### src/kt_config.svh
`ifndef KT_CONFIG_SVH
`define KT_CONFIG_SVH

// board geometry
`define KT_SIDE    5   // cells per row and per column
`define KT_CELLS   25  // KT_SIDE squared
`define KT_DIRS    8   // knight move directions
`define KT_DIR_W   3   // bits for one direction

// widths for indexing
`define KT_STEP_W  5   // path position or move count, 0..25
`define KT_COORD_W 3   // single x or y coordinate

`endif

### src/kt_grid_pkg.sv
`include "kt_config.svh"

package kt_grid_pkg;

	// one board coordinate, x or y, 0..KT_SIDE-1
	typedef logic [`KT_COORD_W-1:0] coord_t;

	// flat cell number, 5*x + y
	typedef logic [`KT_STEP_W-1:0] cell_idx_t;

	// position along the path, or a move count for the output stream
	typedef logic [`KT_STEP_W-1:0] step_t;

	// row-major flattening used for the visited map
	function automatic cell_idx_t to_cell_idx(input coord_t x, input coord_t y);
		return cell_idx_t'(x * `KT_SIDE + y);
	endfunction

endpackage

### src/kt_search_pkg.sv
`include "kt_config.svh"

package kt_search_pkg;

	typedef logic [`KT_DIR_W-1:0] dir_t;  // 0..7, cyclic

	// solver phase
	typedef enum logic [1:0] {
		PH_IDLE   = 2'd0,  // waiting for in_valid
		PH_LOAD   = 2'd1,  // taking the rest of the starting path
		PH_SEARCH = 2'd2,  // dfs, one attempt or one backtrack per cycle
		PH_STREAM = 2'd3   // tour goes out one cell per cycle
	} phase_t;

	typedef logic signed [`KT_COORD_W-1:0] offset_t;  // -2..+2 fits in 3 bits

	typedef struct packed {
		offset_t dx;
		offset_t dy;
	} knight_off_t;

	// direction 0 points up-left and the rest go clockwise
	function automatic knight_off_t knight_offset(input dir_t d);
		case (d)
			3'd0: return '{dx: -1, dy:  2};
			3'd1: return '{dx:  1, dy:  2};
			3'd2: return '{dx:  2, dy:  1};
			3'd3: return '{dx:  2, dy: -1};
			3'd4: return '{dx:  1, dy: -2};
			3'd5: return '{dx: -1, dy: -2};
			3'd6: return '{dx: -2, dy: -1};
			3'd7: return '{dx: -2, dy:  1};
			default: return '{dx: 0, dy: 0};
		endcase
	endfunction

endpackage

### src/kt_board.sv
`timescale 1ns/1ns
`include "kt_config.svh"

module kt_board (
	input  logic                  clk,
	input  logic                  rst_n,
	input  logic                  i_clear,
	input  logic                  i_mark,
	input  logic                  i_unmark,
	input  kt_grid_pkg::coord_t   i_cell_x,
	input  kt_grid_pkg::coord_t   i_cell_y,
	input  kt_grid_pkg::coord_t   i_cur_x,
	input  kt_grid_pkg::coord_t   i_cur_y,
	input  kt_search_pkg::dir_t   i_dir,
	output kt_grid_pkg::coord_t   o_tgt_x,
	output kt_grid_pkg::coord_t   o_tgt_y,
	output logic                  o_legal,
	output logic                  o_full
);
	import kt_grid_pkg::*;
	import kt_search_pkg::*;

	logic [`KT_CELLS-1:0] visited;  // bit 5*x+y set once the cell is on the path
	knight_off_t off;
	logic signed [`KT_COORD_W:0] sum_x, sum_y;  // one extra bit, range -2..6
	logic on_board;
	cell_idx_t tgt_idx;
	cell_idx_t cell_idx;  // cell being marked or unmarked

	// candidate target from the current cell
	assign off   = knight_offset(i_dir);
	assign sum_x = $signed({1'b0, i_cur_x}) + $signed(off.dx);
	assign sum_y = $signed({1'b0, i_cur_y}) + $signed(off.dy);

	assign on_board = (sum_x >= 0) && (sum_x < `KT_SIDE) &&
		(sum_y >= 0) && (sum_y < `KT_SIDE);

	assign o_tgt_x = sum_x[`KT_COORD_W-1:0];
	assign o_tgt_y = sum_y[`KT_COORD_W-1:0];
	assign tgt_idx = to_cell_idx(o_tgt_x, o_tgt_y);

	// off-board index is junk but the bound check masks it
	assign o_legal = on_board && !visited[tgt_idx];
	assign o_full  = &visited;

	assign cell_idx = to_cell_idx(i_cell_x, i_cell_y);

	always_ff @(posedge clk or negedge rst_n) begin
		if (!rst_n) begin
			visited <= '0;
		end else if (i_clear) begin
			visited <= '0;  // end of stream, ready for the next puzzle
		end else if (i_mark) begin
			visited[cell_idx] <= 1'b1;
		end else if (i_unmark) begin
			visited[cell_idx] <= 1'b0;  // backtrack
		end
	end

	// a repeated mark means the solver stepped onto its own path
	a_mark_fresh: assert property (@(posedge clk) disable iff (!rst_n)
		i_mark |-> !visited[cell_idx]);

	// unmark only ever removes the cell the solver last added
	a_unmark_set: assert property (@(posedge clk) disable iff (!rst_n)
		i_unmark |-> visited[cell_idx]);

	a_mark_xor_unmark: assert property (@(posedge clk) disable iff (!rst_n)
		!(i_mark && i_unmark));

endmodule

### src/kt_path_ram.sv
`timescale 1ns/1ns
`include "kt_config.svh"

module kt_path_ram (
	input  logic                  clk,
	input  logic                  rst_n,
	input  logic                  i_wr_en,
	input  kt_grid_pkg::step_t    i_wr_step,
	input  kt_grid_pkg::coord_t   i_wr_x,
	input  kt_grid_pkg::coord_t   i_wr_y,
	input  kt_search_pkg::dir_t   i_wr_dir,
	input  kt_grid_pkg::step_t    i_rd_step,
	output kt_grid_pkg::coord_t   o_rd_x,
	output kt_grid_pkg::coord_t   o_rd_y,
	output kt_search_pkg::dir_t   o_rd_dir
);
	import kt_grid_pkg::*;
	import kt_search_pkg::*;

	// entry k is path cell k and the direction taken from cell k-1 to get there
	coord_t mem_x   [`KT_CELLS];
	coord_t mem_y   [`KT_CELLS];
	dir_t   mem_dir [`KT_CELLS];  // don't care for cells of the starting path

	always_ff @(posedge clk) begin
		if (i_wr_en) begin
			mem_x[i_wr_step]   <= i_wr_x;
			mem_y[i_wr_step]   <= i_wr_y;
			mem_dir[i_wr_step] <= i_wr_dir;
		end
	end

	// async read, solver sees the entry in the same cycle
	assign o_rd_x   = mem_x[i_rd_step];
	assign o_rd_y   = mem_y[i_rd_step];
	assign o_rd_dir = mem_dir[i_rd_step];

	// solver must never step past the last cell of the tour
	a_wr_in_range: assert property (@(posedge clk) disable iff (!rst_n)
		i_wr_en |-> (i_wr_step < `KT_CELLS));

endmodule

### src/kt_top.sv
`timescale 1ns/1ns
`include "kt_config.svh"

module kt_top (
	input  logic                  clk,
	input  logic                  rst_n,
	input  logic                  i_in_valid,
	input  kt_grid_pkg::coord_t   i_in_x,
	input  kt_grid_pkg::coord_t   i_in_y,
	input  kt_grid_pkg::step_t    i_move_num,
	input  kt_search_pkg::dir_t   i_priority_num,
	output logic                  o_out_valid,
	output kt_grid_pkg::coord_t   o_out_x,
	output kt_grid_pkg::coord_t   o_out_y,
	output kt_grid_pkg::step_t    o_move_out
);
	import kt_grid_pkg::*;
	import kt_search_pkg::*;

	// solver <-> path ram
	logic   wr_en;
	step_t  wr_step;
	coord_t wr_x, wr_y;
	dir_t   wr_dir;
	step_t  rd_step;
	coord_t rd_x, rd_y;
	dir_t   rd_dir;

	// solver <-> board
	logic   clear, mark, unmark;
	coord_t cell_x, cell_y;
	coord_t cur_x, cur_y;
	dir_t   dir;
	coord_t tgt_x, tgt_y;
	logic   legal, full;

	kt_tour_solver u_solver (
		.clk(clk), .rst_n(rst_n),
		.i_in_valid(i_in_valid), .i_in_x(i_in_x), .i_in_y(i_in_y),
		.i_move_num(i_move_num), .i_priority_num(i_priority_num),
		.o_wr_en(wr_en), .o_wr_step(wr_step), .o_wr_x(wr_x), .o_wr_y(wr_y),
		.o_wr_dir(wr_dir), .o_rd_step(rd_step),
		.i_rd_x(rd_x), .i_rd_y(rd_y), .i_rd_dir(rd_dir),
		.o_clear(clear), .o_mark(mark), .o_unmark(unmark),
		.o_cell_x(cell_x), .o_cell_y(cell_y),
		.o_cur_x(cur_x), .o_cur_y(cur_y), .o_dir(dir),
		.i_tgt_x(tgt_x), .i_tgt_y(tgt_y), .i_legal(legal), .i_full(full),
		.o_out_valid(o_out_valid), .o_out_x(o_out_x), .o_out_y(o_out_y),
		.o_move_out(o_move_out)
	);

	kt_path_ram u_path_ram (
		.clk(clk), .rst_n(rst_n),
		.i_wr_en(wr_en), .i_wr_step(wr_step), .i_wr_x(wr_x), .i_wr_y(wr_y),
		.i_wr_dir(wr_dir), .i_rd_step(rd_step),
		.o_rd_x(rd_x), .o_rd_y(rd_y), .o_rd_dir(rd_dir)
	);

	kt_board u_board (
		.clk(clk), .rst_n(rst_n),
		.i_clear(clear), .i_mark(mark), .i_unmark(unmark),
		.i_cell_x(cell_x), .i_cell_y(cell_y),
		.i_cur_x(cur_x), .i_cur_y(cur_y), .i_dir(dir),
		.o_tgt_x(tgt_x), .o_tgt_y(tgt_y), .o_legal(legal), .o_full(full)
	);

endmodule

### src/kt_tour_solver.sv
`timescale 1ns/1ns
`include "kt_config.svh"

module kt_tour_solver (
	input  logic                  clk,
	input  logic                  rst_n,
	// puzzle input
	input  logic                  i_in_valid,
	input  kt_grid_pkg::coord_t   i_in_x,
	input  kt_grid_pkg::coord_t   i_in_y,
	input  kt_grid_pkg::step_t    i_move_num,
	input  kt_search_pkg::dir_t   i_priority_num,
	// path ram
	output logic                  o_wr_en,
	output kt_grid_pkg::step_t    o_wr_step,
	output kt_grid_pkg::coord_t   o_wr_x,
	output kt_grid_pkg::coord_t   o_wr_y,
	output kt_search_pkg::dir_t   o_wr_dir,
	output kt_grid_pkg::step_t    o_rd_step,
	input  kt_grid_pkg::coord_t   i_rd_x,
	input  kt_grid_pkg::coord_t   i_rd_y,
	input  kt_search_pkg::dir_t   i_rd_dir,
	// board
	output logic                  o_clear,
	output logic                  o_mark,
	output logic                  o_unmark,
	output kt_grid_pkg::coord_t   o_cell_x,
	output kt_grid_pkg::coord_t   o_cell_y,
	output kt_grid_pkg::coord_t   o_cur_x,
	output kt_grid_pkg::coord_t   o_cur_y,
	output kt_search_pkg::dir_t   o_dir,
	input  kt_grid_pkg::coord_t   i_tgt_x,
	input  kt_grid_pkg::coord_t   i_tgt_y,
	input  logic                  i_legal,
	input  logic                  i_full,
	// tour output
	output logic                  o_out_valid,
	output kt_grid_pkg::coord_t   o_out_x,
	output kt_grid_pkg::coord_t   o_out_y,
	output kt_grid_pkg::step_t    o_move_out
);
	import kt_grid_pkg::*;
	import kt_search_pkg::*;

	localparam logic [`KT_DIR_W:0] TRIED_ALL = `KT_DIRS;

	phase_t phase;
	step_t prefix_len;  // cells given by the starting path
	dir_t prio;         // first direction tried from every new cell
	step_t step;        // path index of the current cell
	dir_t dir;          // direction of this cycle's attempt
	logic [`KT_DIR_W:0] tried;  // directions already tried from the current cell, 0..8

	logic load_cell;    // input cell taken this cycle
	logic attempt;
	logic advance;      // attempt landed on a free cell
	logic backtrack;
	logic stream_last;  // last stream cycle, move_out at 25

	assign load_cell   = i_in_valid && (phase == PH_IDLE || phase == PH_LOAD);
	assign attempt     = (phase == PH_SEARCH) && !i_full && (tried != TRIED_ALL);
	assign advance     = attempt && i_legal;
	assign backtrack   = (phase == PH_SEARCH) && !i_full && (tried == TRIED_ALL);
	assign stream_last = (phase == PH_STREAM) && (o_move_out == step_t'(`KT_CELLS));

	// new cells come either from the input or from a legal move
	assign o_wr_en   = load_cell || advance;
	assign o_wr_step = (phase == PH_IDLE) ? '0 : step_t'(step + 1'b1);
	assign o_wr_x    = advance ? i_tgt_x : i_in_x;
	assign o_wr_y    = advance ? i_tgt_y : i_in_y;
	assign o_wr_dir  = advance ? dir : '0;

	// read port: current cell in search, next cell to show in stream
	always_comb begin
		case (phase)
			PH_SEARCH: o_rd_step = i_full ? '0 : step;  // full preloads cell 0
			PH_STREAM: o_rd_step = stream_last ? '0 : o_move_out;
			default:   o_rd_step = '0;
		endcase
	end

	// board follows the ram writes, unmark drops the current cell
	assign o_clear  = stream_last;
	assign o_mark   = o_wr_en;
	assign o_unmark = backtrack;
	assign o_cell_x = backtrack ? i_rd_x : o_wr_x;
	assign o_cell_y = backtrack ? i_rd_y : o_wr_y;
	assign o_cur_x  = i_rd_x;  // current cell lives in the ram only
	assign o_cur_y  = i_rd_y;
	assign o_dir    = dir;

	always_ff @(posedge clk or negedge rst_n) begin
		if (!rst_n) begin
			phase      <= PH_IDLE;
			prefix_len <= '0;
			prio       <= '0;
			step       <= '0;
			dir        <= '0;
			tried      <= '0;
		end else begin
			case (phase)
				PH_IDLE: begin
					if (i_in_valid) begin  // first cell goes to step 0
						prefix_len <= i_move_num;
						prio       <= i_priority_num;
						dir        <= i_priority_num;
						tried      <= '0;
						step       <= '0;
						phase      <= (i_move_num > step_t'(1)) ? PH_LOAD : PH_SEARCH;
					end
				end
				PH_LOAD: begin
					if (i_in_valid) begin
						step <= step_t'(step + 1'b1);
						if (step_t'(step + 2'd2) >= prefix_len)
							phase <= PH_SEARCH;  // last input cell
					end else begin
						phase <= PH_SEARCH;  // burst cut short
					end
				end
				PH_SEARCH: begin
					if (i_full) begin
						phase <= PH_STREAM;
					end else if (backtrack) begin
						// resume one past the direction that reached the dropped cell
						step  <= step_t'(step - 1'b1);
						dir   <= dir_t'(i_rd_dir + 1'b1);
						tried <= {1'b0, dir_t'(i_rd_dir - prio)} + 1'b1;
					end else if (i_legal) begin
						step  <= step_t'(step + 1'b1);
						dir   <= prio;
						tried <= '0;
					end else begin
						dir   <= dir_t'(dir + 1'b1);  // wraps 7 -> 0
						tried <= tried + 1'b1;
					end
				end
				PH_STREAM: begin
					if (stream_last)
						phase <= PH_IDLE;
				end
				default: phase <= PH_IDLE;
			endcase
		end
	end

	// outputs registered, valid rises the cycle after full
	always_ff @(posedge clk or negedge rst_n) begin
		if (!rst_n) begin
			o_out_valid <= 1'b0;
			o_out_x     <= '0;
			o_out_y     <= '0;
			o_move_out  <= '0;
		end else if (phase == PH_SEARCH && i_full) begin
			o_out_valid <= 1'b1;
			o_out_x     <= i_rd_x;  // cell 0
			o_out_y     <= i_rd_y;
			o_move_out  <= step_t'(1);
		end else if (phase == PH_STREAM) begin
			if (stream_last) begin
				o_out_valid <= 1'b0;
				o_out_x     <= '0;
				o_out_y     <= '0;
				o_move_out  <= '0;
			end else begin
				o_out_x    <= i_rd_x;
				o_out_y    <= i_rd_y;
				o_move_out <= step_t'(o_move_out + 1'b1);
			end
		end
	end

	a_valid_only_stream: assert property (@(posedge clk) disable iff (!rst_n)
		o_out_valid |-> (phase == PH_STREAM));

	// the starting path is never taken apart
	a_keep_prefix: assert property (@(posedge clk) disable iff (!rst_n)
		backtrack |-> (step >= prefix_len));

endmodule

### config.mk
export PLATFORM = sky130hd
export DESIGN_NAME = kt_top
export DESIGN_NICKNAME = d
export VERILOG_FILES = /design/src/kt_grid_pkg.sv /design/src/kt_search_pkg.sv /design/src/kt_board.sv /design/src/kt_path_ram.sv /design/src/kt_top.sv /design/src/kt_tour_solver.sv
export VERILOG_INCLUDE_DIRS = /design/src
export SDC_FILE = /design/constraint.sdc
export NUM_CORES = 1
export LEC_CHECK = 0
export BUFFER_PORTS_ARGS = -buffer_cell sky130_fd_sc_hd__buf_2
export CAP_MARGIN = 40
export CORE_MARGIN = 2
export CORE_UTILIZATION = 55
export DETAILED_ROUTE_END_ITERATION = 16
export PLACE_DENSITY = 0.77
export RECOVER_POWER = 100
export SLEW_MARGIN = 20
export SYNTH_ARGS = -nofsm -noshare
export SYNTH_HDL_FRONTEND = slang
export SYNTH_SLANG_ARGS = --single-unit
### constraint.sdc
create_clock -name clk -period 24 [get_ports clk]
set_input_delay 4.8 -clock clk [delete_from_list [all_inputs] [get_ports clk]]
set_output_delay 4.8 -clock clk [all_outputs]
set_load 0.05 [all_outputs]
==> results by group <==
Routing
  • DR pass1 iterations: 7
  • Number of DRC markers after the initial detailed-route iteration: 1574
  • Routed wire length per instance: 22.7 microns
  • Antenna Nets Post-Route: 0
  • Routed Wire Length: 35800 microns
  • Vias post-DR: 10.2k
  • Ratio of routed vias to standard cells: 6.47
  • Remaining DRCs: 0

STA
  • Final setup vio count: 0
  • Final setup TNS: 0 ps
  • Maximum clock skew at final layout: 20.8 ps
  • Setup repair after global routing missed its margin: no
  • Clock period minus final worst setup slack: 14390 ps
  • Final Hold Violating Endpoints: 0
  • Worst max-slew margin expressed relative to the limit: -1.22
  • Max Slew Vio Count: 163
  • Part of the cycle the worst path needs: 0.600
  • Fmax: 69.5 MHz
  • Crit path setup slack, layout: 9610 ps
  • Measured slew at the worst slew-check pin: 3330 ps

Synth
  • Register bit count reported by yosys: 284
  • Commonest register cell after synthesis: sky130_fd_sc_hd__edfxtp_1
  • Netlist cell types: 79
  • Instance count of the mapped netlist: 1201
  • XOR/XNOR share of the synthesized area: 0.0178
  • Warning count from the yosys run: 0
  • Mux cell area share after synthesis: 0.0302
  • Synthesized-area fraction occupied by and/or/nand/nor cells: 0.146
  • Combinational family with the most area after synthesis: simple AND/OR/NAND/NOR gates
  • Syn avg cell area: 11.7 sq um
  • Post-synth top cells: 225 x sky130_fd_sc_hd__edfxtp_1, 210 x sky130_fd_sc_hd__nand2_1, 61 x sky130_fd_sc_hd__nor2_1, 59 x sky130_fd_sc_hd__dfrtp_1
  • Share of flip-flops with an asynchronous set or reset: 0.208
  • Cell type with the highest aggregate area in the netlist: sky130_fd_sc_hd__edfxtp_1
  • Synth Area in Compound Gates: 0.139
  • Number of flops mapped to enable cells by yosys: 225
  • Library cell with the highest instance count after synthesis: sky130_fd_sc_hd__edfxtp_1
  • Proportion of netlist area held by the largest area contributor: 0.481
  • Post-synth net total: 1272
  • Post-synthesis cell area: 14000 sq um
  • Adder and majority cell fraction of the synthesized area: 0.0508
  • Sequential area share after synthesis: 0.587
  • Area contributors post-synth: sky130_fd_sc_hd__edfxtp_1 48%, sky130_fd_sc_hd__dfrtp_1 11%, sky130_fd_sc_hd__nand2_1 5.6%

Clock network
  • Buffers inserted during post-CTS setup optimization: 0
  • CTS H-Tree Depth: 1
  • Total of cells resized after clock tree synthesis: 0
  • CTS Buffer Depth: 3
  • Number of buffers created by CTS: 30
  • Buffer cell driving the clock tree root: sky130_fd_sc_hd__clkbuf_16
  • Clk Latency, worst-skew pair: 570 ps
  • Clock tree from TritonCTS: built
  • Number of hold-repair buffers added at the cts stage: 0
  • Clock-pin slew reported for the worst setup and hold paths after clock tree synthesis: 60 ps
  • # clock sinks: 284

Worst setup path
  • Data arrival, critical path: 14840 ps
  • Most numerous cell on the critical path: sky130_fd_sc_hd__ha_1
  • Required time of the critical path: 24450 ps
  • Startpoint type of the worst setup path: flop
  • Peak fanout along the critical path: 68
  • CP Capture Type: flop
  • Class of the most critical setup path: flop to flop
  • Critical Path Max Stage Delay: 2380 ps
  • Slowest stage cell, crit path: sky130_fd_sc_hd__clkbuf_1

Floorplanning
  • Count of standard-cell rows: 58
  • Core region area: 25100 sq um
  • Initial core utilization: 0.559
  • Top Ports: 29
  • Height of the die: 164 microns
  • Area of the die: 26800 sq um
  • DIE WIDTH: 164 microns

Hold path
  • HP Class: flop to flop

GRT
  • Number of antenna violations at the first check in global routing: 0
  • Number of global-route vias before repair: 9797
  • Wire length of the first global-routing pass: 56200 microns
  • Leftover overflow at the end of global routing: 0
  • Maximum number of pins on one net before global-route repair: 69
  • Total global routing track utilization: 0.273

Final layout
  • # diodes: 0
  • NumNets Final: 1299
  • Ratio of cells with drive above 1 in the final layout: 0.0840
  • Synthesis-to-finish area growth: 9.81%
  • Utilization after layout: 0.614

Place
  • Half-perimeter wire length of the detailed placement result: 23400 microns
  • Count of input and output buffers: 28
  • Routability-driven placement congestion ratio: 0.859
  • Worst setup slack after placement: 12910 ps

Run status
  • Result of the run: complete, but fails checks
  • Failing checks: max-capacitance violations, max-slew violations

Run
  • Maximum capacitance violations: 3
==> layer usage <==
metal,global-route usage,vias to the layer above,share of wire
met5,0,-,0
met4,0.108,0,0.043
met3,0.0563,118,0.10
met2,0.418,591,0.46
met1,0.383,4935,0.40
li1,-,4586,-
==> sequential cells by signal (all words and copies together) (netlist names), 4 cells and up <==
| signal | count |
|---|---|
| u_solver.tried | 4 |
| u_solver.prefix_len | 5 |
| u_path_ram.mem_y | 75 |
| u_board.visited | 25 |
| u_solver.o_move_out | 5 |
| u_path_ram.mem_x | 75 |
| u_path_ram.mem_dir | 75 |
| u_solver.step | 5 |
==> final cells by class <==
class	count	area [sq um]
clock buffer	34	766
sequential	284	8230
multi-input combinational	817	5400
clock inverter	20	190
inverter	30	113
timing repair buffer	65	302
tap	330	413
fill	1969	9700
==> cells by family after synthesis <==
group                      after synthesis
DFF                                    284
and+or+nand+nor                        435
buffers and inverters                  100
adders and majority gates               54
xor gates and xnor gates                27
AOI/OAI and AO/OA                      268
muxes                                   33
==> worst max-delay path, delay by kind of cell, from the launching register on <==
kind / cells / cell delay [ps]
buf+inv: 3 / 3090
simple gates: 8 / 3420
compound gates: 8 / 1700
fa+ha+maj: 9 / 3180
flops: 1 / 420
xor+xnor: 3 / 930
mux: 3 / 1440
==> stage by stage <==
stage	hold WS, ps	cells	instance area, sq um
final	470	1580	15400
after global routing	496	1580	15400
after floorplan	479	1201	14000
after global placement	457	1500	14400
after detailed placement	460	1522	14600
after CTS	475	1576	15600
==> path summary, 6_finish.rpt <==
| path | start | end | slack [ps] | cells past startpoint |
|---|---|---|---|---|
| hold / removal | u_solver.o_out_valid$_DFFE_PN0P_ | u_solver.o_out_valid$_DFFE_PN0P_ | 470 | 2 |
| setup reg to reg | u_solver.phase[1]$_DFFE_PN0P_ | u_board.visited[2]$_DFFE_PN0P_ | 9610 | 34 |
| hold reg to reg | u_solver.o_out_valid$_DFFE_PN0P_ | u_solver.o_out_valid$_DFFE_PN0P_ | 470 | 2 |
| min in group asynchronous | rst_n | u_solver.prefix_len[2]$_DFFE_PN0P_ | 4080 | 2 |
| setup / recovery | u_solver.phase[1]$_DFFE_PN0P_ | u_board.visited[2]$_DFFE_PN0P_ | 9610 | 34 |
| max in group asynchronous | rst_n | u_board.visited[6]$_DFFE_PN0P_ | 16770 | 3 |
==> cell usage in the layout (no fill, tap or decap), drive strengths merged, types with 5 or more instances in the layout <==
cell and count:
edfxtp 225, nand2 213, clkbuf 75, nor2 63, dfrtp 59, a211oi 54
ha 49, and3 45, nand3 42, a21oi 40, o21ai 35, inv 30
a31oi 25, a311oi 24, buf 24, xor2 18, o32ai 17, mux2 15
clkinv 14, mux2i 12, o22ai 12, nor3 11, and2 11, nor2b 10
a21o 9, nand4 9, xnor2 8, o211ai 8, nand2b 7, a22oi 7
o31ai 7, mux4 6, fa 5, a2111oi 5
Power is not shown: default switching activity piles up to over one toggle a cycle in this logic, so the estimate is an artifact.
